==> config.mk <==
export PLATFORM = sky130hd
export DESIGN_NAME = sldu_result_queue
export DESIGN_NICKNAME = d
export VERILOG_FILES = /design/src/sldu_insn_pkg.sv /design/src/sldu_lane_pkg.sv /design/src/sldu_result_queue.sv
export VERILOG_INCLUDE_DIRS = /design/src /design/src/src
export SDC_FILE = /design/constraint.sdc
export NUM_CORES = 1
export LEC_CHECK = 0
export BUFFER_PORTS_ARGS = -buffer_cell sky130_fd_sc_hd__buf_2
export CAP_MARGIN = 0
export CORE_MARGIN = 2
export CORE_UTILIZATION = 30
export CTS_CLUSTER_DIAMETER = 120
export DETAILED_ROUTE_END_ITERATION = 7
export HOLD_SLACK_MARGIN = 0.03
export SYNTH_ARGS = -nofsm -noshare
export SYNTH_HDL_FRONTEND = slang
export SYNTH_SLANG_ARGS = --single-unit
==> constraint.sdc <==
create_clock -name clk_i -period 16.2 [get_ports clk_i]
set_clock_uncertainty 0.15 [all_clocks]
set_input_delay 0.81 -clock clk_i [delete_from_list [all_inputs] [get_ports clk_i]]
set_output_delay 0.81 -clock clk_i [all_outputs]
set_load 0.02 [all_outputs]
==> src/sldu_defines.svh <==
/*
 * Sizing macros for the vector slide unit.
 * Included by both packages and by every RTL module that sizes ports or storage.
 */
`ifndef SLDU_DEFINES_SVH
`define SLDU_DEFINES_SVH

// Lane organization
`define SLDU_NR_LANES 4
`define SLDU_ELEN 64
// One full VRF word spans all lanes
`define SLDU_WORD_BYTES (`SLDU_NR_LANES * 8)

// Queue depths
`define SLDU_INSN_QUEUE_DEPTH 2
`define SLDU_RESULT_QUEUE_DEPTH 2

// Instruction ids and field widths
`define SLDU_NR_VINSN 8
`define SLDU_VADDR_W 8
`define SLDU_VL_W 10
`define SLDU_WORDS_PER_REG 8

`endif

==> src/sldu_insn_pkg.sv <==
/*
 * Instruction-side types of the slide unit.
 * Describes what the sequencer hands over: opcode, element width,
 * instruction id and the packed instruction record.
 */
`include "sldu_defines.svh"

package sldu_insn_pkg;

  // Slide direction
  typedef enum logic {
    VSLIDEUP,
    VSLIDEDOWN
  } sldu_op_e;

  // Element width, encoded as log2 of the byte count
  typedef enum logic [1:0] {
    EW8,
    EW16,
    EW32,
    EW64
  } vsew_e;

  typedef logic [$clog2(`SLDU_NR_VINSN)-1:0] vid_t;

  // Stride is in elements from the sequencer, in bytes once queued
  typedef struct packed {
    vid_t                   id;
    sldu_op_e               op;
    vsew_e                  vsew;
    logic [`SLDU_VL_W-1:0]  vl;
    logic [`SLDU_VL_W:0]    stride;
    logic [4:0]             vd;
  } sldu_insn_t;

endpackage

==> src/sldu_lane_pkg.sv <==
/*
 * Lane-side types of the slide unit.
 * Lane data word, byte strobe, VRF word address, byte counters and
 * the state encoding of the slide engine.
 */
`include "sldu_defines.svh"

package sldu_lane_pkg;

  typedef logic [`SLDU_ELEN-1:0]   elen_t;
  typedef logic [`SLDU_ELEN/8-1:0] strb_t;
  typedef logic [`SLDU_VADDR_W-1:0] vaddr_t;

  // Wide enough for vl times the largest element
  typedef logic [15:0] byte_cnt_t;

  // Slide engine FSM
  typedef enum logic {
    SLIDE_IDLE,
    SLIDE_RUN
  } slide_state_e;

endpackage

==> src/sldu_result_queue.sv <==
/*
 * Result queue between the slide engine and the lane writeback.
 * Circular buffer of lane-wide words, each with its strobes, VRF address
 * and instruction id. A pushed word shows at the head on the next cycle.
 */
`timescale 1ns/10ps
`include "sldu_defines.svh"

module sldu_result_queue (
  input  logic                                        clk_i,
  input  logic                                        rst_ni,
  // Push side
  input  logic                                        rq_push_i,
  input  sldu_lane_pkg::elen_t [`SLDU_NR_LANES-1:0]   rq_wdata_i,
  input  sldu_lane_pkg::strb_t [`SLDU_NR_LANES-1:0]   rq_be_i,
  input  sldu_lane_pkg::vaddr_t                       rq_addr_i,
  input  sldu_insn_pkg::vid_t                         rq_id_i,
  output logic                                        rq_full_o,
  // Head
  output logic                                        rq_valid_o,
  output sldu_lane_pkg::elen_t [`SLDU_NR_LANES-1:0]   rq_wdata_o,
  output sldu_lane_pkg::strb_t [`SLDU_NR_LANES-1:0]   rq_be_o,
  output sldu_lane_pkg::vaddr_t                       rq_addr_o,
  output sldu_insn_pkg::vid_t                         rq_id_o,
  input  logic                                        rq_pop_i
);
  import sldu_insn_pkg::*;
  import sldu_lane_pkg::*;

  localparam int unsigned Depth = `SLDU_RESULT_QUEUE_DEPTH;
  localparam int unsigned PntW  = (Depth > 1) ? $clog2(Depth) : 1;
  localparam int unsigned CntW  = $clog2(Depth) + 1;

  // Payload storage
  elen_t [`SLDU_NR_LANES-1:0] wdata_q [Depth];
  strb_t [`SLDU_NR_LANES-1:0] be_q    [Depth];
  vaddr_t                     addr_q  [Depth];
  vid_t                       id_q    [Depth];

  logic [PntW-1:0] wr_pnt_q, rd_pnt_q;
  logic [CntW-1:0] cnt_q;

  assign rq_full_o  = (cnt_q == CntW'(Depth));
  assign rq_valid_o = (cnt_q != '0);

  always_ff @(posedge clk_i) begin
    if (rq_push_i) begin
      wdata_q[wr_pnt_q] <= rq_wdata_i;
      be_q[wr_pnt_q]    <= rq_be_i;
      addr_q[wr_pnt_q]  <= rq_addr_i;
      id_q[wr_pnt_q]    <= rq_id_i;
    end
  end

  always_ff @(posedge clk_i or negedge rst_ni) begin
    if (!rst_ni) begin
      wr_pnt_q <= '0;
      rd_pnt_q <= '0;
      cnt_q    <= '0;
    end else begin
      if (rq_push_i) begin
        wr_pnt_q <= (wr_pnt_q == PntW'(Depth - 1)) ? '0 : wr_pnt_q + 1'b1;
      end
      if (rq_pop_i) begin
        rd_pnt_q <= (rd_pnt_q == PntW'(Depth - 1)) ? '0 : rd_pnt_q + 1'b1;
      end
      cnt_q <= cnt_q + CntW'(rq_push_i) - CntW'(rq_pop_i);
    end
  end

  // Head payload
  assign rq_wdata_o = wdata_q[rd_pnt_q];
  assign rq_be_o    = be_q[rd_pnt_q];
  assign rq_addr_o  = addr_q[rd_pnt_q];
  assign rq_id_o    = id_q[rd_pnt_q];

endmodule

==> key figures <==
Outcome
  – Status: finished, final reports clean

Clock tree
  – CTS sink cnt: 602
  – Buffer count from post-CTS setup fixing: 0
  – Post-CTS sizing: 0
  – CTS Buf Count: 66
  – Clk buf depth: 3
  – CTS tree: yes
  – Clk slew on worst S/H paths: 0.06 ns
  – Cts hold-fix bufs: 1
  – Clock Root Buffer: clkbuf_16
  – Clock Latency Late Sink: 0.57 ns
  – H-tree depth: 3

Global routing
  – Largest net degree at the start of global routing: 74
  – Remaining Overflow, GRT: 0
  – Antenna violations before repair: 4
  – Total Routing Usage GR: 12.1%
  – First-pass GRT wire length: 69,100 um
  – Vias in the first global route: 11,800

STA
  – Setup_tns: 0 ns
  – Unrepaired setup endpoints after global routing: false
  – Crit path time final: 4.88 ns
  – Final Slew Violations: 0
  – Final period utilization: 30.1%
  – Fmax: 205 MHz
  – Rel. slew slack: 33.9%
  – Setup violations, final: 0
  – Worst-Margin Slew: 0.992 ns
  – Final hold vios: 0

Finish
  – Nets: 1,902
  – Most common cell after layout, fill and taps aside: buf_2
  – Design area: 27,900 um^2
  – Util after Layout: 38.4%
  – Multi-input gate area: 3470 um^2
  – Register area: 18,100 um^2
  – Share of layout cells above drive strength 1: 61.0%
  – Non-filler cells in the finished layout: 2,607
  – Commonest cells after routing, fill and taps aside: buf_2 (603), edfxtp_1 (598), mux2_2 (299)
  – P&R area growth vs syn: 27.2%
  – Fill count: 6,736

Critical path
  – Nature of the critical path startpoint: flip-flop
  – Worst Path Max Fanout: 73
  – Type of the worst setup path: flip-flop to primary output
  – Req. time, crit path: 15.24 ns
  – Kind of end point of the critical path: primary output
  – CP most frequent cell: buf_4
  – Crit-path cells: buf_4 > buf_4 > mux2_2 > buf_2
  – Critical Path Max Stage Delay: 0.91 ns
  – Worst path slowest cell: dfrtp_4
  – Worst path arrival time: 3.92 ns

Floorplanning
  – Num ports: 604
  – Row Count: 99
  – DIE HEIGHT: 275 um
  – CORE AREA: 72,700 um^2
  – Initial Util: 30.2%
  – Die X: 275 um
  – Die area: 75,400 um^2

Flow run
  – Max Cap Viol: 0

Synth
  – Sequential area share after synthesis: 82.2%
  – #FFs+latches synth: 602
  – Distinct cells, synth: 12
  – Syn Inst Count: 945
  – Mean Syn Cell Area: 23.2 um^2
  – Top-area cell type share of the netlist area: 81.8%
  – Yosys top cell by area: edfxtp_1
  – Mapped Area: 22,000 um^2
  – Net count after synthesis: 1,250
  – Area contributors post-synth: edfxtp_1 (82%), mux2_2 (15%), clkbuf_8 (1.8%)
  – Syn. warnings: 0

Drt
  – Via density: 4.28
  – Post-route DRC: 0
  – DRT Pass-1 Iters: 4
  – WL/cell: 18.7 um
  – DRT iter0 DRCs: 502
  – Vias: 11,200
  – Drt total wl: 48,800 um
  – Post-DRT Antenna Nets: 0

Power
  – Leakage Power: 0.0103 uW
  – P per Cell Area: 185 nW/um^2
  – Combinational power share: 30.6%
  – Clock power frac: 27.7%
  – Register share of total power: 41.7%
  – Sw Ratio: 32.2%
  – Int Power: 3510 uW
  – Sw Pwr: 1660 uW
  – Maximum vdd drop: 0.000149 V

Place
  – I/O Buffers: 603
  – Routability cong.: 0.815
  – Detailed Place HPWL: 33,600 um
  – Placed Instances: 2,487
  – Placed inst area: 25,900 um^2

Min path
  – Worst Hold Class: input port to flip-flop
per-layer routing:
| metal | global-route usage, % | part of all wire [%] | routed length (um) | up-vias |
|---|---|---|---|---|
| met3 | 4.03 | 8.7 | 4250 | 101 |
| met5 | 0 | 0.057 | 28 | - |
| met2 | 21.4 | 51 | 25000 | 418 |
| li1 | - | - | - | 5101 |
| met1 | 13.2 | 37 | 18000 | 5538 |
| met4 | 5.28 | 3.1 | 1510 | 6 |
cell families after synthesis:
| kind of cell | count (synthesis) | share of synthesized area [%] |
|---|---|---|
| DFF | 602 | 82.2 |
| muxes | 299 | 15.3 |
| buffers and inverters | 35 | 2.04 |
| and+or+nand+nor | 4 | 0.114 |
| xor gates and xnor gates | 3 | 0.188 |
| adders and majority gates | 2 | 0.114 |
power groups by stage:
stage	Sequential, uW	Combinational (uW)	Clock [uW]
3_5_place_dp	2190	1600	0
2_1_floorplan	2280	1160	0
3_3_place_gp	2180	1590	0
6_report	2160	1580	1430
5_1_grt	2180	1680	1540
4_1_cts	2160	1610	1480
metrics by stage:
step,total power (uW),hold slack [ns],setup slack [ns]
finish,5170,0.256,11.32
global route,5390,0.213,11.08
CTS,5250,0.195,11.21
detailed placement,3790,0.405,11.66
global placement,3770,0.378,11.74
floorplan,3440,0.303,1.39
state kept, by name, indices dropped and copies added, names as in the netlist:
register  cells
cnt_q         2
addr_q       16
wdata_q     512
id_q          6
wr_pnt_q      1
be_q         64
rd_pnt_q      1
worst max-delay path: cells and delay by family, from the launching register on:
family,cells,cell delay (ns)
flip-flops,1,0.91
buffers and inverters,3,1.85
multiplexers,1,0.43
cell type report:
type | instances | share of cell area, %
antenna | 3 | 0.0269
clock buffer | 81 | 6.34
clock inverter | 35 | 1.10
inverter | 2 | 0.0269
multi-input combinational | 308 | 12.4
sequential | 602 | 64.6
tap | 959 | 4.29
timing repair buffer | 617 | 11.2
path summary, 6_finish.rpt:
| kind | startpoint | slack, ns | depth (start not counted) | endpoint |
|---|---|---|---|---|
| min in group asynchronous | rst_ni | 0.44 | 2 | cnt_q[0] |
| hold reg to reg | wr_pnt_q | 0.41 | 1 | wr_pnt_q |
| setup reg to reg | wr_pnt_q | 12.26 | 4 | wdata_q[0][107] |
| setup / recovery | rd_pnt_q | 11.32 | 4 | rq_wdata_o[234] |
| max in group asynchronous | rst_ni | 15.32 | 2 | rd_pnt_q |
| hold / removal | rq_wdata_i[141] | 0.26 | 1 | wdata_q[1][141] |
synthesized netlist by cell type:
| cell type | instances |
|---|---|
| buf_6 | 5 |
| inv_1 | 2 |
| xor2_1 | 2 |
| mux2_2 | 299 |
| or2_2 | 1 |
| clkbuf_8 | 28 |
| edfxtp_1 | 598 |
| and2_1 | 1 |
| xor3_1 | 1 |
| ha_1 | 2 |
| dfrtp_1 | 4 |
| nor2b_1 | 2 |
No activity file was read; power rests on OpenSTA's default activity.
