## config.mk

```make
export PLATFORM = sky130hd
export DESIGN_NAME = sldu_lane_writeback
export DESIGN_NICKNAME = d
export VERILOG_FILES = /design/src/sldu_insn_pkg.sv /design/src/sldu_lane_pkg.sv /design/src/sldu_lane_writeback.sv
export VERILOG_INCLUDE_DIRS = /design/src /design/src/src
export SDC_FILE = /design/constraint.sdc
export NUM_CORES = 1
export LEC_CHECK = 0
export ABC_AREA = 1
export BUFFER_PORTS_ARGS = -buffer_cell sky130_fd_sc_hd__buf_2
export CORE_AREA = 2 2 268 270
export CTS_CLUSTER_SIZE = 25
export DETAILED_ROUTE_END_ITERATION = 6
export DIE_AREA = 0 0 270 272
export PLACE_DENSITY = 0.31
export SLEW_MARGIN = 20
export SYNTH_ARGS = -nofsm -noshare
export SYNTH_HDL_FRONTEND = slang
export SYNTH_SLANG_ARGS = --single-unit
```

## constraint.sdc

```tcl
create_clock -name clk_i -period 2 [get_ports clk_i]
set_clock_uncertainty 0.05 [all_clocks]
set_input_delay 0.2 -clock clk_i [delete_from_list [all_inputs] [get_ports clk_i]]
set_output_delay 0.2 -clock clk_i [all_outputs]
set_load 0.02 [all_outputs]
```

## src/sldu_defines.svh

```systemverilog
/*
 * Sizing macros for the vector slide unit.
 * Included by both packages and by every RTL module that sizes ports or storage.
 */
`ifndef SLDU_DEFINES_SVH
`define SLDU_DEFINES_SVH

// Lane organization
`define SLDU_NR_LANES 4
`define SLDU_ELEN 64
// One full VRF word spans all lanes
`define SLDU_WORD_BYTES (`SLDU_NR_LANES * 8)

// Queue depths
`define SLDU_INSN_QUEUE_DEPTH 2
`define SLDU_RESULT_QUEUE_DEPTH 2

// Instruction ids and field widths
`define SLDU_NR_VINSN 8
`define SLDU_VADDR_W 8
`define SLDU_VL_W 10
`define SLDU_WORDS_PER_REG 8

`endif

```

## src/sldu_insn_pkg.sv

```systemverilog
/*
 * Instruction-side types of the slide unit.
 * Describes what the sequencer hands over: opcode, element width,
 * instruction id and the packed instruction record.
 */
`include "sldu_defines.svh"

package sldu_insn_pkg;

  // Slide direction
  typedef enum logic {
    VSLIDEUP,
    VSLIDEDOWN
  } sldu_op_e;

  // Element width, encoded as log2 of the byte count
  typedef enum logic [1:0] {
    EW8,
    EW16,
    EW32,
    EW64
  } vsew_e;

  typedef logic [$clog2(`SLDU_NR_VINSN)-1:0] vid_t;

  // Stride is in elements from the sequencer, in bytes once queued
  typedef struct packed {
    vid_t                   id;
    sldu_op_e               op;
    vsew_e                  vsew;
    logic [`SLDU_VL_W-1:0]  vl;
    logic [`SLDU_VL_W:0]    stride;
    logic [4:0]             vd;
  } sldu_insn_t;

endpackage

```

## src/sldu_lane_pkg.sv

```systemverilog
/*
 * Lane-side types of the slide unit.
 * Lane data word, byte strobe, VRF word address, byte counters and
 * the state encoding of the slide engine.
 */
`include "sldu_defines.svh"

package sldu_lane_pkg;

  typedef logic [`SLDU_ELEN-1:0]   elen_t;
  typedef logic [`SLDU_ELEN/8-1:0] strb_t;
  typedef logic [`SLDU_VADDR_W-1:0] vaddr_t;

  // Wide enough for vl times the largest element
  typedef logic [15:0] byte_cnt_t;

  // Slide engine FSM
  typedef enum logic {
    SLIDE_IDLE,
    SLIDE_RUN
  } slide_state_e;

endpackage

```

## src/sldu_lane_writeback.sv

```systemverilog
/*
 * Lane writeback of the slide unit.
 * Presents the head result word to every lane and tracks one grant per lane.
 * Pops the head once all lanes have taken it, counts the bytes left to commit
 * and signals completion of the committing instruction.
 */
`timescale 1ns/10ps
`include "sldu_defines.svh"

module sldu_lane_writeback (
  input  logic                                        clk_i,
  input  logic                                        rst_ni,
  // Result queue head
  input  logic                                        rq_valid_i,
  input  sldu_lane_pkg::elen_t [`SLDU_NR_LANES-1:0]   rq_wdata_i,
  input  sldu_lane_pkg::strb_t [`SLDU_NR_LANES-1:0]   rq_be_i,
  input  sldu_lane_pkg::vaddr_t                       rq_addr_i,
  input  sldu_insn_pkg::vid_t                         rq_id_i,
  output logic                                        rq_pop_o,
  input  logic                                        rq_push_i,
  // Commit
  input  sldu_insn_pkg::sldu_insn_t                   commit_insn_i,
  input  logic                                        commit_valid_i,
  output logic                                        commit_done_o,
  // Lane writes
  output logic                 [`SLDU_NR_LANES-1:0]   result_req_o,
  output sldu_insn_pkg::vid_t  [`SLDU_NR_LANES-1:0]   result_id_o,
  output sldu_lane_pkg::vaddr_t [`SLDU_NR_LANES-1:0]  result_addr_o,
  output sldu_lane_pkg::elen_t [`SLDU_NR_LANES-1:0]   result_wdata_o,
  output sldu_lane_pkg::strb_t [`SLDU_NR_LANES-1:0]   result_be_o,
  input  logic                 [`SLDU_NR_LANES-1:0]   result_gnt_i,
  // Sequencer
  output logic                 [`SLDU_NR_VINSN-1:0]   vinsn_done_o
);
  import sldu_insn_pkg::*;
  import sldu_lane_pkg::*;

  localparam int unsigned WordBytes = `SLDU_WORD_BYTES;

  // Lanes that still owe a grant for the head word
  logic [`SLDU_NR_LANES-1:0] pend_q;
  byte_cnt_t                 commit_bytes, cnt_cur, cnt_q;
  logic                      loaded_q;
  logic [`SLDU_NR_VINSN-1:0] done_q;

  ////////////////////////////////////////
  // Lane requests

  assign result_req_o   = {`SLDU_NR_LANES{rq_valid_i}} & pend_q;
  assign result_id_o    = {`SLDU_NR_LANES{rq_id_i}};
  assign result_addr_o  = {`SLDU_NR_LANES{rq_addr_i}};
  assign result_wdata_o = rq_wdata_i;
  assign result_be_o    = rq_be_i;

  // Hold the pop while the finished instruction retires
  assign rq_pop_o = rq_valid_i & ~(|pend_q) & ~commit_done_o;

  ////////////////////////////////////////
  // Commit byte count

  // Slide-up words start at the aligned word holding the offset
  assign commit_bytes = (commit_insn_i.op == VSLIDEUP)
    ? (byte_cnt_t'(commit_insn_i.vl) << commit_insn_i.vsew)
      - (byte_cnt_t'(commit_insn_i.stride) & ~byte_cnt_t'(WordBytes - 1))
    : (byte_cnt_t'(commit_insn_i.vl) << commit_insn_i.vsew);
  assign cnt_cur       = loaded_q ? cnt_q : commit_bytes;
  assign commit_done_o = commit_valid_i & loaded_q & (cnt_q == '0);
  assign vinsn_done_o  = done_q;

  always_ff @(posedge clk_i or negedge rst_ni) begin
    if (!rst_ni) begin
      pend_q   <= '0;
      cnt_q    <= '0;
      loaded_q <= 1'b0;
      done_q   <= '0;
    end else begin
      // Arm all lanes when a new word reaches the head
      if (rq_pop_o || (rq_push_i && !rq_valid_i)) begin
        pend_q <= '1;
      end else begin
        pend_q <= pend_q & ~result_gnt_i;
      end

      done_q <= '0;
      if (commit_done_o) begin
        loaded_q              <= 1'b0;
        done_q[commit_insn_i.id] <= 1'b1;
      end else if (commit_valid_i) begin
        loaded_q <= 1'b1;
        // Saturate at zero on the last, partial word
        if (rq_pop_o) begin
          cnt_q <= (cnt_cur > byte_cnt_t'(WordBytes)) ? cnt_cur - byte_cnt_t'(WordBytes) : '0;
        end else begin
          cnt_q <= cnt_cur;
        end
      end
    end
  end

endmodule

```

==> metrics <==
Area Overhead vs Synth=2.888%; Routed wire per std cell=12.04 um; commonest cells in the synthesized netlist=buf_4 (332), nand2_1 (125), inv_1 (52); number of vias in the routed layout=3292; Total Power=2.620 mW; synthesized instance count=708; area of the multi-input gates=1685 um2; Top Ports=686; synth top area cells=buf_4 (51%), dfrtp_1 (15%), nand2_1 (9.6%), inv_1 (4.0%), nand3_1 (3.7%); Overflow after GRT=0; Overall Global Routing Usage=4.711%; vias in the first global route=3606; synthesized cell area=4896 um2; leakage power=2.154 nW; period utilisation layout=114.1%; Critical path origin=commit_insn_i[19]; Worst Setup Start Kind=primary input; RePlAce Congestion=0.6968; EDFF count, synth=0; Final Non-Filler Cells=1470; final slew viol count=0; DRC Markers=0; Final WS setup=-282.9 ps; pre-CTS setup slack=-883.6 ps; Die Width=270 um; critical path endpoint=cnt_q[13]$_DFFE_PN0P_; wire length on met1=6354 um; sequential element share of the synthesized area=14.82%; Starting Density=6.920%; Layout fillers=8385; post-synth top area share=50.91%; Reg2Reg Depth=13; PwrDens=520.1 nW/um2; initial antenna violation count=1; Synth Net Count=1056; RSZ-0062 raised after global routing=yes; met3 WL=2640 um; setup tns final=-3949 ps; Register Area=726.9 um2; Fin. Hold Viols=0; status=complete, but fails checks; met2 WL=7407 um; worst-path maximum fanout=5; Fmax achieved=438.0 MHz; layout cells sized above 1=46.24%; worst reg2reg startpoint=loaded_q$_DFFE_PN0P_; Worst Path Required=2130 ps; uppermost routed layer=met4; antenna viol nets, final=0; max-cap violation count=0; Post-synth ARST share=100.0%; flop-to-flop setup slack=-50 ps; syn avg cell area=6.915 um2; worst skew pair latency=290 ps; estimated wirelength of the detail-placed design=15040 um; placed cells=1444; Num CTS Buffers=5; CTS tree=built; most common cell in the netlist=buf_4; WL final=17690 um; Worst-Margin Slew=301.2 ps; top_reg_cell synth=dfrtp_1; Die Footprint=73440 um2; largest net degree at the start of global routing=13; Worst Path Class, Setup=primary input to flip-flop; Arrival @ worst endpoint=2410 ps; Root Driver=clkbuf_16; Yosys reg bits=29; Vert. Die Dim=272 um; IO Port Bufs=44; H-tree Lvls=2; Final setup viols=16; DRT Pass-1 Iters=4; core footprint=70750 um2; leading area contributor after synthesis=buf_4; CP Capture Type=flip-flop; Yosys Warn Count=0; HP Class=primary input to flip-flop; TritonCTS sink count=29; Worst R2R End=cnt_q[13]$_DFFE_PN0P_; violated checks=setup timing; Worst slew margin=79.76%; Worst Hold Slack=30.42 ps; row cnt=98; initial DRC count=142; post-synthesis cell type count=38; VDD IR-drop max=0.0002184 V; Max Root-Sink Buffers=2; CTS clock-pin slew for the worst setup and hold paths=50 ps; Tmin final=2283 ps; via/cell ratio=2.239; global-route wire length before repair=24900 um; Layout Nets=866
## state kept, by name, summed over array words and instances, names as in the netlist
signal	cells
cnt_q	16
vinsn_done_o	8
pend_q	4
loaded_q	1
## report_power, final
group          switching (mW)  total [mW]  internal (mW)
Clock                   0.320       0.776          0.456
Sequential             0.0431       0.697          0.653
Combinational           0.595        1.15          0.552
Total                   0.958        2.62           1.66
## repair_timing
| item | 4_1_cts | 5_1_grt |
|---|---|---|
| pin swaps | 39 | 21 |
| resized for setup | 65 | 15 |
| setup buffers | 15 | 2 |
| endpoints found under the setup margin | 25 | 21 |
| endpoints found under the hold margin | 6 | 0 |
| hold buffers | 1 | 0 |
## critical path, cell delays in order
cell	delay, ps
buf_4	130
o21ai_2	120
nand2_1	80
nand2_1	70
ha_2	170
inv_2	40
fa_2	350
or2_1	230
a21oi_2	130
a21oi_2	100
nor2_4	130
nand2_1	80
nor2_2	140
nand3_2	110
nand2_4	130
buf_4	130
o21bai_1	60
## per-stage QoR
step	cell area [um2]	utilization [%]
3_5_place_dp	4448	6.287
2_1_floorplan	4961	-
3_3_place_gp	4448	6.287
5_1_grt	5035	7.116
4_1_cts	4951	6.998
6_report	5037	7.120
## cells in the final DEF (no fill, tap or decap), types with 2 or more instances in the layout
cell type	n
a21boi_2	2
a21oi_1	6
a21oi_2	4
buf_12	3
buf_2	38
buf_4	93
buf_6	6
clkbuf_16	5
clkinv_2	2
dfrtp_1	28
ha_1	2
ha_4	4
inv_1	44
inv_2	11
inv_6	3
nand2_1	112
nand2_2	17
nand2_4	4
nand3_1	21
nand3_2	16
nand3_4	2
nand4_1	6
nor2_1	23
nor2_2	5
nor2_4	6
nor3_1	8
o211ai_1	2
o21ai_0	6
o21ai_1	9
o21ai_2	2
or2_2	2
or2_4	2
xor2_1	4
## kinds of logic after synthesis
family          synth area share, %
compound gates                4.294
xor+xnor                      1.073
simple gates                  21.08
flops                         14.82
buf+inv                       56.53
fa+ha+maj                     2.198
## worst min-delay path by stage
stage / start / end / slack, ps / depth (start not counted)
2_1_floorplan: rst_ni / cnt_q[0]$_DFFE_PN0P_ / -150 / 0
3_3_place_gp: rst_ni / pend_q[1]$_DFF_PN0_ / 60 / 1
3_5_place_dp: rst_ni / pend_q[1]$_DFF_PN0_ / 60 / 1
4_1_cts: result_gnt_i[1] / pend_q[1]$_DFF_PN0_ / 20 / 2
5_1_grt: result_gnt_i[3] / pend_q[3]$_DFF_PN0_ / 50 / 2
6_report: result_gnt_i[1] / pend_q[1]$_DFF_PN0_ / 30 / 2
## final cells by class
| type | count | area share (%) |
|---|---|---|
| clock buffer | 5 | 2.484 |
| tap | 950 | 23.60 |
| sequential | 29 | 14.43 |
| antenna | 1 | 0.04968 |
| inverter | 60 | 4.968 |
| timing repair buffer | 142 | 20.67 |
| clock inverter | 3 | 0.3477 |
| multi-input combinational | 280 | 33.46 |
## metal layers
layer / global-route usage, % / vias up
met5: 0.3209 / -
met4: 3.904 / 0
met2: 6.799 / 293
li1: - / 1466
met1: 4.592 / 1411
met3: 3.280 / 122
No activity file was read; power rests on OpenSTA's default activity.
