==> src/sldu_defines.svh <==
/*
 * Sizing macros for the vector slide unit.
 * Included by both packages and by every RTL module that sizes ports or storage.
 */
`ifndef SLDU_DEFINES_SVH
`define SLDU_DEFINES_SVH

// Lane organization
`define SLDU_NR_LANES 4
`define SLDU_ELEN 64
// One full VRF word spans all lanes
`define SLDU_WORD_BYTES (`SLDU_NR_LANES * 8)

// Queue depths
`define SLDU_INSN_QUEUE_DEPTH 2
`define SLDU_RESULT_QUEUE_DEPTH 2

// Instruction ids and field widths
`define SLDU_NR_VINSN 8
`define SLDU_VADDR_W 8
`define SLDU_VL_W 10
`define SLDU_WORDS_PER_REG 8

`endif

==> src/sldu_insn_pkg.sv <==
/*
 * Instruction-side types of the slide unit.
 * Describes what the sequencer hands over: opcode, element width,
 * instruction id and the packed instruction record.
 */
`include "sldu_defines.svh"

package sldu_insn_pkg;

  // Slide direction
  typedef enum logic {
    VSLIDEUP,
    VSLIDEDOWN
  } sldu_op_e;

  // Element width, encoded as log2 of the byte count
  typedef enum logic [1:0] {
    EW8,
    EW16,
    EW32,
    EW64
  } vsew_e;

  typedef logic [$clog2(`SLDU_NR_VINSN)-1:0] vid_t;

  // Stride is in elements from the sequencer, in bytes once queued
  typedef struct packed {
    vid_t                   id;
    sldu_op_e               op;
    vsew_e                  vsew;
    logic [`SLDU_VL_W-1:0]  vl;
    logic [`SLDU_VL_W:0]    stride;
    logic [4:0]             vd;
  } sldu_insn_t;

endpackage

==> src/sldu_insn_queue.sv <==
/*
 * Instruction queue of the slide unit.
 * Accepts instructions from the sequencer and keeps them until their last
 * result is committed. Issue and commit heads advance on their own, so one
 * instruction can drain its results while the next one is being issued.
 */
`timescale 1ns/10ps
`include "sldu_defines.svh"

module sldu_insn_queue (
  input  logic                      clk_i,
  input  logic                      rst_ni,
  // Sequencer side
  input  sldu_insn_pkg::sldu_insn_t insn_i,
  input  logic                      insn_valid_i,
  output logic                      insn_ready_o,
  // Slide engine side
  output sldu_insn_pkg::sldu_insn_t issue_insn_o,
  output logic                      issue_valid_o,
  input  logic                      issue_done_i,
  // Writeback side
  output sldu_insn_pkg::sldu_insn_t commit_insn_o,
  output logic                      commit_valid_o,
  input  logic                      commit_done_i
);
  import sldu_insn_pkg::*;

  localparam int unsigned Depth = `SLDU_INSN_QUEUE_DEPTH;
  localparam int unsigned PntW  = (Depth > 1) ? $clog2(Depth) : 1;
  localparam int unsigned CntW  = $clog2(Depth) + 1;

  sldu_insn_t      mem_q [Depth];
  sldu_insn_t      insn_conv;
  logic [PntW-1:0] accept_pnt_q, issue_pnt_q, commit_pnt_q;
  // Instructions waiting for issue and for commit
  logic [CntW-1:0] issue_cnt_q, commit_cnt_q;
  logic            accept;

  // Wrapping pointer increment
  function automatic logic [PntW-1:0] bump(input logic [PntW-1:0] pnt);
    return (pnt == PntW'(Depth - 1)) ? '0 : pnt + 1'b1;
  endfunction

  // An entry stays occupied until its commit finishes
  assign insn_ready_o = (commit_cnt_q != CntW'(Depth));
  assign accept       = insn_valid_i & insn_ready_o;

  // Slide offset in bytes inside the register
  always_comb begin
    insn_conv        = insn_i;
    insn_conv.stride = insn_i.stride << insn_i.vsew;
  end

  always_ff @(posedge clk_i) begin
    if (accept) begin
      mem_q[accept_pnt_q] <= insn_conv;
    end
  end

  always_ff @(posedge clk_i or negedge rst_ni) begin
    if (!rst_ni) begin
      accept_pnt_q <= '0;
      issue_pnt_q  <= '0;
      commit_pnt_q <= '0;
      issue_cnt_q  <= '0;
      commit_cnt_q <= '0;
    end else begin
      if (accept) accept_pnt_q <= bump(accept_pnt_q);
      if (issue_done_i) issue_pnt_q <= bump(issue_pnt_q);
      if (commit_done_i) commit_pnt_q <= bump(commit_pnt_q);
      issue_cnt_q  <= issue_cnt_q + CntW'(accept) - CntW'(issue_done_i);
      commit_cnt_q <= commit_cnt_q + CntW'(accept) - CntW'(commit_done_i);
    end
  end

  // Heads, visible the cycle after acceptance
  assign issue_insn_o   = mem_q[issue_pnt_q];
  assign issue_valid_o  = (issue_cnt_q != '0);
  assign commit_insn_o  = mem_q[commit_pnt_q];
  assign commit_valid_o = (commit_cnt_q != '0);

endmodule

==> config.mk <==
export PLATFORM = sky130hd
export DESIGN_NAME = sldu_insn_queue
export DESIGN_NICKNAME = d
export VERILOG_FILES = /design/src/sldu_insn_pkg.sv /design/src/sldu_insn_queue.sv
export VERILOG_INCLUDE_DIRS = /design/src /design/src/src
export SDC_FILE = /design/constraint.sdc
export NUM_CORES = 1
export LEC_CHECK = 0
export CAP_MARGIN = 20
export CORE_MARGIN = 3
export CORE_UTILIZATION = 45
export CTS_BUF_LIST = sky130_fd_sc_hd__clkbuf_8
export CTS_CLUSTER_DIAMETER = 60
export DETAILED_ROUTE_END_ITERATION = 7
export DONT_BUFFER_PORTS = 1
export SLEW_MARGIN = 20
export SYNTH_ARGS = -nofsm -noshare
export SYNTH_HDL_FRONTEND = slang
export SYNTH_SLANG_ARGS = --single-unit
export TNS_END_PERCENT = 100
==> constraint.sdc <==
create_clock -name clk_i -period 4.7 [get_ports clk_i]
set_input_delay 0 -clock clk_i [delete_from_list [all_inputs] [get_ports clk_i]]
set_output_delay 0 -clock clk_i [all_outputs]
set_load 0.05 [all_outputs]
==> reports/metrics.csv, run 1 <==
stage;metric;value;unit
worst_setup_path;crit path DAT;2.27;ns
synth;Synth area leader;edfxtp_1;
placement;number of buffers inserted by port buffering;0;
synth;register area share after synthesis;64.39;%
status;outcome;complete, no violations;
sta;RSZ-0062 raised after global routing;false;
clocking;Clock Tree Buf Depth;2;
floorplan;die width;91.08;µm
synth;share of the synthesized area in the top cell type;59.01;%
synth;Synth top cells by count;edfxtp_1, mux2_2, buf_2;
synth;yosys warns;0;
clocking;Sink Count;71;
worst_setup_path;R2R Setup Slk;2.39;ns
synth;EDFF count, synth;64;
global_routing;largest net degree at the start of global routing;33;
route;DR vias;1698;
worst_setup_path;CP Launch Type;flip-flop;
worst_setup_path;CP Class;reg -> reg;
route;WL final;6359;µm
floorplan;io pins;104;
synth;Post-Syn Area;3257;µm²
placement;post-DP HPWL;4055;µm
floorplan;Die Area;8295;µm²
route;drt via density;5.209;
global_routing;Congestion Overflow GR;0;
clocking;clk root buf;clkbuf_8;
clocking;Num CTS Buffers;9;
clocking;TritonCTS clock tree;yes;
sta;Least-Margin Pin Slew;0.9482;ns
worst_hold_path;hold depth;1;
global_routing;vias in the first global route;1899;
synth;dominant synthesized flop cell;edfxtp_1;
global_routing;first-pass GRT wire length;9860;µm
worst_setup_path;Critical Path RT;4.66;ns
worst_setup_path;Worst path slowest cell;nor2_4;
floorplan;Placement Rows;30;
placement;gpl congestion;0.6543;
floorplan;Die Y;91.08;µm
floorplan;total core area;6907;µm²
synth;Cells after Synth;180;
route;number of DRC markers in iteration 0;67;
worst_setup_path;cell breakdown of the critical path;nand2b_1, nand2_1, nor2_4;
finish;Final Net Count;265;
sta;setup-violating endpoint count in the final report;0;
worst_setup_path;Crit Path Max Fanout;32;
route;drt wl/cell;19.51;µm
clocking;clk slew on worst S/H paths;0.07;ns
global_routing;initial antenna violation count;1;
sta;final setup skew;0.006877;ns
sta;Final Hold Fails;0;
route;post-route ant nets;0;
synth;Syn Area/Cell;18.09;µm²
synth;top cells by area, synth;edfxtp_1, mux2_2, dfrtp_1;
job;Max-Cap Viols;0;
worst_setup_path;Worst setup EP type;flip-flop;
worst_setup_path;worst flop-to-flop path startpoint;commit_cnt_q[0]$_DFF_PN0_;
worst_hold_path;Hold EP;mem_q[1][10]$_DFFE_PP_;
finish;filler instances;550;
sta;Max-slew headroom;36.64;%
sta;period utilization;49.21;%
global_routing;Total GRT Usage;15.70;%
synth;Distinct cells, synth;23;
worst_setup_path;delay of the slowest critical-path stage;0.79;ns
worst_hold_path;hold_sp;insn_i[8];
finish;Area growth syn-to-layout;21.01;%
sta;fmax;432.4;MHz
sta;final-report max-slew violation count;0;
sta;sum of negative setup slack;0;ns
synth;Synth async-reset ratio;9.859;%
clocking;Setup Buffers After CTS;0;
clocking;clk_lat worst skew;0.34;ns
synth;post-synthesis register bit count;71;
worst_setup_path;RR Endpoint;mem_q[0][13]$_DFFE_PP_;
clocking;CTS H-tree lvls;3;
worst_setup_path;FF-to-FF path depth;3;
worst_hold_path;Hold Path Class;in -> reg;
synth;Synth Net Count;221;
route;Pre-antenna DRT Iters;4;
sta;Final min period;2.313;ns
floorplan;Starting Density;47.16;%
route;DRC Markers;0;
finish;fraction of layout cells with a size suffix above 1;38.86;%
==> layout make-up <==
class                           instances  area, µm²  area share, %
Timing Repair Buffer                   43      422.9          10.73
Multi-Input combinational cell         97       1104          28.00
Clock buffer                            9      123.9          3.143
Clock inverter                          7      63.81          1.619
Antenna cell                            1      2.502        0.06349
Sequential cell                        71       2097          53.21
Inverter                                2      7.507         0.1905
Tap cell                               96      120.1          3.048
==> cell usage in the layout, fill, tap and decap left out, types with 2 or more instances in the layout <==
cell | synthesis | layout
mux2_2 | 64 | 64
mux2i_1 | 2 | 2
dlygate4sd3_1 | 0 | 40
mux4_2 | 4 | 4
ha_1 | 4 | 4
buf_4 | 0 | 3
xor2_1 | 2 | 2
edfxtp_1 | 64 | 64
clkbuf_8 | 0 | 9
or2_2 | 2 | 2
dfrtp_1 | 7 | 7
clkinv_2 | 0 | 3
mux4_1 | 3 | 3
clkinvlp_4 | 0 | 2
inv_1 | 2 | 2
xnor2_1 | 5 | 5
==> how the worst max path moves through the flow <==
| stage | start | to |
|---|---|---|
| finish | commit_cnt_q[0]$_DFF_PN0_ | mem_q[0][13]$_DFFE_PP_ |
| global route | commit_cnt_q[0]$_DFF_PN0_ | mem_q[0][8]$_DFFE_PP_ |
| CTS | commit_cnt_q[0]$_DFF_PN0_ | mem_q[0][8]$_DFFE_PP_ |
| detailed placement | commit_cnt_q[0]$_DFF_PN0_ | mem_q[0][6]$_DFFE_PP_ |
| global placement | commit_cnt_q[0]$_DFF_PN0_ | mem_q[0][5]$_DFFE_PP_ |
| floorplan | commit_cnt_q[0]$_DFF_PN0_ | mem_q[0][0]$_DFFE_PP_ |
==> metrics by stage <==
step | setup WS, ns | util (%) | hold WS, ns | area, µm² | cells
floorplan | 1.871 | - | -0.2956 | 3257 | 180
global placement | 2.428 | 48.51 | -0.2954 | 3351 | 269
detailed placement | 2.347 | 48.51 | -0.2954 | 3351 | 269
CTS | 2.332 | 56.88 | 0.0002407 | 3929 | 324
global route | 2.250 | 57.07 | 0.0005008 | 3941 | 326
finish | 2.387 | 57.07 | 0.01183 | 3941 | 326
==> critical path, delay by kind of cell (launching register included) <==
family	cells	cell delay, ns
simple gates	3	1.56
flops	1	0.36
==> flip-flops by register name (all words and copies together), names as in the netlist <==
| name | count |
|---|---|
| issue_pnt_q | 1 |
| accept_pnt_q | 1 |
| commit_pnt_q | 1 |
| mem_q | 64 |
| issue_cnt_q | 2 |
| commit_cnt_q | 2 |
==> layer usage <==
metal  GRT usage (%)  vias to the layer above  routed length [µm]  part of all wire, %
met4           7.161                        0                  95                  1.5
met3           6.214                        9                 498                  7.8
met2           26.67                       57                3315                   52
li1                -                      789                   -                    -
met1           17.25                      843                2449                   39
met5               0                        -                   0                    0
==> cells by family (layout without fill, tap and decap cells) <==
kind of cell / count (synthesis) / count (layout) / share of synthesized area, %
AOI/OAI and AO/OA: 3 / 3 / 0.5376
xor gates and xnor gates: 7 / 7 / 1.882
adders and majority gates: 4 / 4 / 1.537
buffers and inverters: 12 / 61 / 1.959
DFF: 71 / 71 / 64.39
muxes: 73 / 73 / 27.93
other: 0 / 1 / 0
and+or+nand+nor: 10 / 10 / 1.768
==> repair_timing <==
item | in CTS | in global routing
gates resized for setup | 0 | 0
hold buffers | 39 | 1
hold endpoints to repair | 75 | 1
Power of run 1 is not shown: default switching activity piles up to over one toggle a cycle in this logic, so the estimate is an artifact.
==> run 2, diff against run 1 <==
clock period = 2 ns   (was 4.7 ns; I/O delays follow)
==> reports/metrics.csv, run 2 (synthesis results as in run 1) <==
stage;metric;value;unit;change
global_routing;largest net degree at the start of global routing;33;;unchanged
route;DR vias;1719;;was 1,698
global_routing;first-pass GRT wire length;9825;µm;was 9860 µm
worst_hold_path;Hold EP;mem_q[1][12]$_DFFE_PP_;;was mem_q[1][10]$_DFFE_PP_
floorplan;Starting Density;47.16;%;unchanged
worst_setup_path;crit path DAT;1.85;ns;was 2.27 ns
global_routing;initial antenna violation count;0;;was 1
floorplan;die width;91.08;µm;unchanged
status;outcome;complete, no violations;;unchanged
clocking;Sink Count;71;;unchanged
sta;setup-violating endpoint count in the final report;0;;unchanged
worst_setup_path;Critical Path RT;2.06;ns;was 4.66 ns
finish;Multi-input gate area;1105;µm²;was 1104 µm²
global_routing;most used routing layer;met2;;unchanged
worst_setup_path;FF-to-FF path depth;7;;was 3
global_routing;routing usage on met1;16.42;%;was 17.25%
clocking;Num CTS Buffers;9;;unchanged
route;Pre-antenna DRT Iters;4;;unchanged
route;number of DRC markers in iteration 0;72;;was 67
worst_setup_path;worst flop-to-flop path startpoint;commit_cnt_q[1]$_DFF_PN0_;;was commit_cnt_q[0]$_DFF_PN0_
worst_setup_path;Worst setup EP type;flip-flop;;unchanged
worst_setup_path;Worst path slowest cell;dlygate4sd3_1;;was nor2_4
placement;DP Worst Slack;0.4128;ns;was 2.347 ns
placement;post-DP HPWL;4278;µm;was 4055 µm
worst_setup_path;cell breakdown of the critical path;dlygate4sd3_1, mux2i_1, dlygate4sd3_1, nor2_1;;was nand2b_1, nand2_1, nor2_4
sta;final-report max-slew violation count;0;;unchanged
clocking;clk root buf;clkbuf_8;;unchanged
worst_hold_path;Hold Path Class;in -> reg;;unchanged
clocking;clk slew on worst S/H paths;0.07;ns;about the same
worst_hold_path;hold_sp;insn_i[10];;was insn_i[8]
route;DRC Markers;0;;unchanged
worst_setup_path;RR Endpoint;issue_cnt_q[1]$_DFF_PN0_;;was mem_q[0][13]$_DFFE_PP_
global_routing;vias in the first global route;1893;;was 1,899
sta;final worst slack;0.2122;ns;was 2.387 ns
floorplan;Die Area;8295;µm²;unchanged
route;post-route ant nets;0;;unchanged
finish;Final Net Count;269;;was 265
worst_setup_path;R2R Setup Slk;0.41;ns;was 2.39 ns
worst_setup_path;CP Class;in -> reg;;was reg -> reg
sta;Max-slew headroom;54.82;%;was 36.64%
sta;Least-Margin Pin Slew;0.6754;ns;was 0.9482 ns
global_routing;Congestion Overflow GR;0;;unchanged
finish;filler instances;557;;was 550
clocking;CTS H-tree lvls;3;;unchanged
finish;Reg with most FFs;mem_q;;unchanged
worst_setup_path;Crit Path Max Fanout;14;;was 32
floorplan;total core area;6907;µm²;unchanged
placement;gpl congestion;0.7294;;was 0.6543
worst_setup_path;CP Launch Type;input pin;;was flip-flop
clocking;Clock Tree Buf Depth;2;;unchanged
finish;Post-Layout Cell Count;329;;was 326
sta;period utilization;89.39;%;
finish;fraction of layout cells with a size suffix above 1;41.20;%;was 38.86%
clocking;clk_lat worst skew;0.33;ns;was 0.34 ns
finish;Largest regs;mem_q (64), commit_cnt_q (2), issue_cnt_q (2);;unchanged
route;drt via density;5.225;;was 5.209
finish;Area growth syn-to-layout;23.24;%;was 21.01%
finish;Largest register FFs;64;;unchanged
floorplan;Placement Rows;30;;unchanged
worst_setup_path;delay of the slowest critical-path stage;0.97;ns;was 0.79 ns
sta;RSZ-0062 raised after global routing;false;;unchanged
finish;Finished Core Util;58.12;%;was 57.07%
global_routing;grt met3 use;5.717;%;was 6.214%
route;drt wl/cell;19.22;µm;was 19.51 µm
placement;dpl cells;274;;was 269
route;WL final;6325;µm;was 6359 µm
worst_setup_path;CP most frequent cell;dlygate4sd3_1;;
sta;Final Hold Fails;0;;unchanged
sta;sum of negative setup slack;0;ns;unchanged
sta;final setup skew;0.005606;ns;was 0.006877 ns
global_routing;Total GRT Usage;15.45;%;was 15.70%
job;Max-Cap Viols;0;;unchanged
global_routing;GR Util met2;27.47;%;was 26.67%
finish;ant diodes;0;;was 1
placement;number of buffers inserted by port buffering;0;;unchanged
floorplan;io pins;104;;unchanged
worst_hold_path;hold depth;1;;unchanged
clocking;TritonCTS clock tree;yes;;unchanged
sta;Final min period;1.788;ns;
sta;fmax;559.3;MHz;
finish;commonest non-fill, non-tap cells in the layout;mux2_2, edfxtp_1, dlygate4sd3_1, clkbuf_8;;was mux2_2, edfxtp_1, dlygate4sd3_1, clkbuf_8, dfrtp_1
finish;FF+latch area;2097;µm²;unchanged
floorplan;Die Y;91.08;µm;unchanged
run 2: cell types whose count changed in the layout (fill, tap and decap cells not counted), sizes merged:
cell / before / now
buf: 3 / 8
bufinv: 1 / 2
clkinv: 4 / 3
diode: 1 / 0
dlygate4sd3: 40 / 39
run 2: worst max path at each step:
| stage | startpoint | endpoint | slack, ns | cells past startpoint |
|---|---|---|---|---|
| 6_report | insn_i[26] | mem_q[1][6]$_DFFE_PP_ | 0.21 | 4 |
| 5_1_grt | insn_i[26] | mem_q[1][6]$_DFFE_PP_ | 0.14 | 4 |
| 2_1_floorplan | commit_cnt_q[0]$_DFF_PN0_ | mem_q[0][0]$_DFFE_PP_ | 0.02 | 3 |
| 4_1_cts | insn_i[26] | mem_q[0][6]$_DFFE_PP_ | 0.25 | 4 |
| 3_3_place_gp | commit_cnt_q[1]$_DFF_PN0_ | commit_cnt_q[1]$_DFF_PN0_ | 0.49 | 7 |
| 3_5_place_dp | commit_cnt_q[1]$_DFF_PN0_ | commit_cnt_q[1]$_DFF_PN0_ | 0.41 | 7 |
run 2: per-layer routing:
metal	vias to the layer above	wire length, µm
met5	-	0
met4	0	48
met3	5	474
met2	63	3440
met1	851	2362
li1	800	-
run 2: cell type report:
type                            instances  area share, %
Clock inverter                          7          2.431
Sequential cell                        71          52.24
Multi-Input combinational cell         97          27.52
Timing Repair Buffer                   47          11.53
Clock buffer                            9          3.086
Inverter                                2         0.1870
Tap cell                               96          2.993
run 2: timing repair:
action                                 CTS  global route
hold buffers                            38             1
setup buffers                            0             0
endpoints found under the hold margin   75             1
setup endpoints to repair                0             0
resized for setup                        0             0
run 2: critical path: cells and delay by family:
family | cells | cell delay [ns]
buffers and inverters | 2 | 1.55
multiplexers | 1 | 0.25
AND/OR/NAND/NOR | 1 | 0.05
run 2: through the flow:
stage                     hold slack [ns]  instance area, µm²
final                             0.01788                4014
after global routing            0.0003810                4014
after CTS                       0.0003424                4004
after detailed placement          -0.2954                3402
after global placement            -0.2953                3402
after floorplan                   -0.2956                3266
Power of run 2 is left out for the same reason.
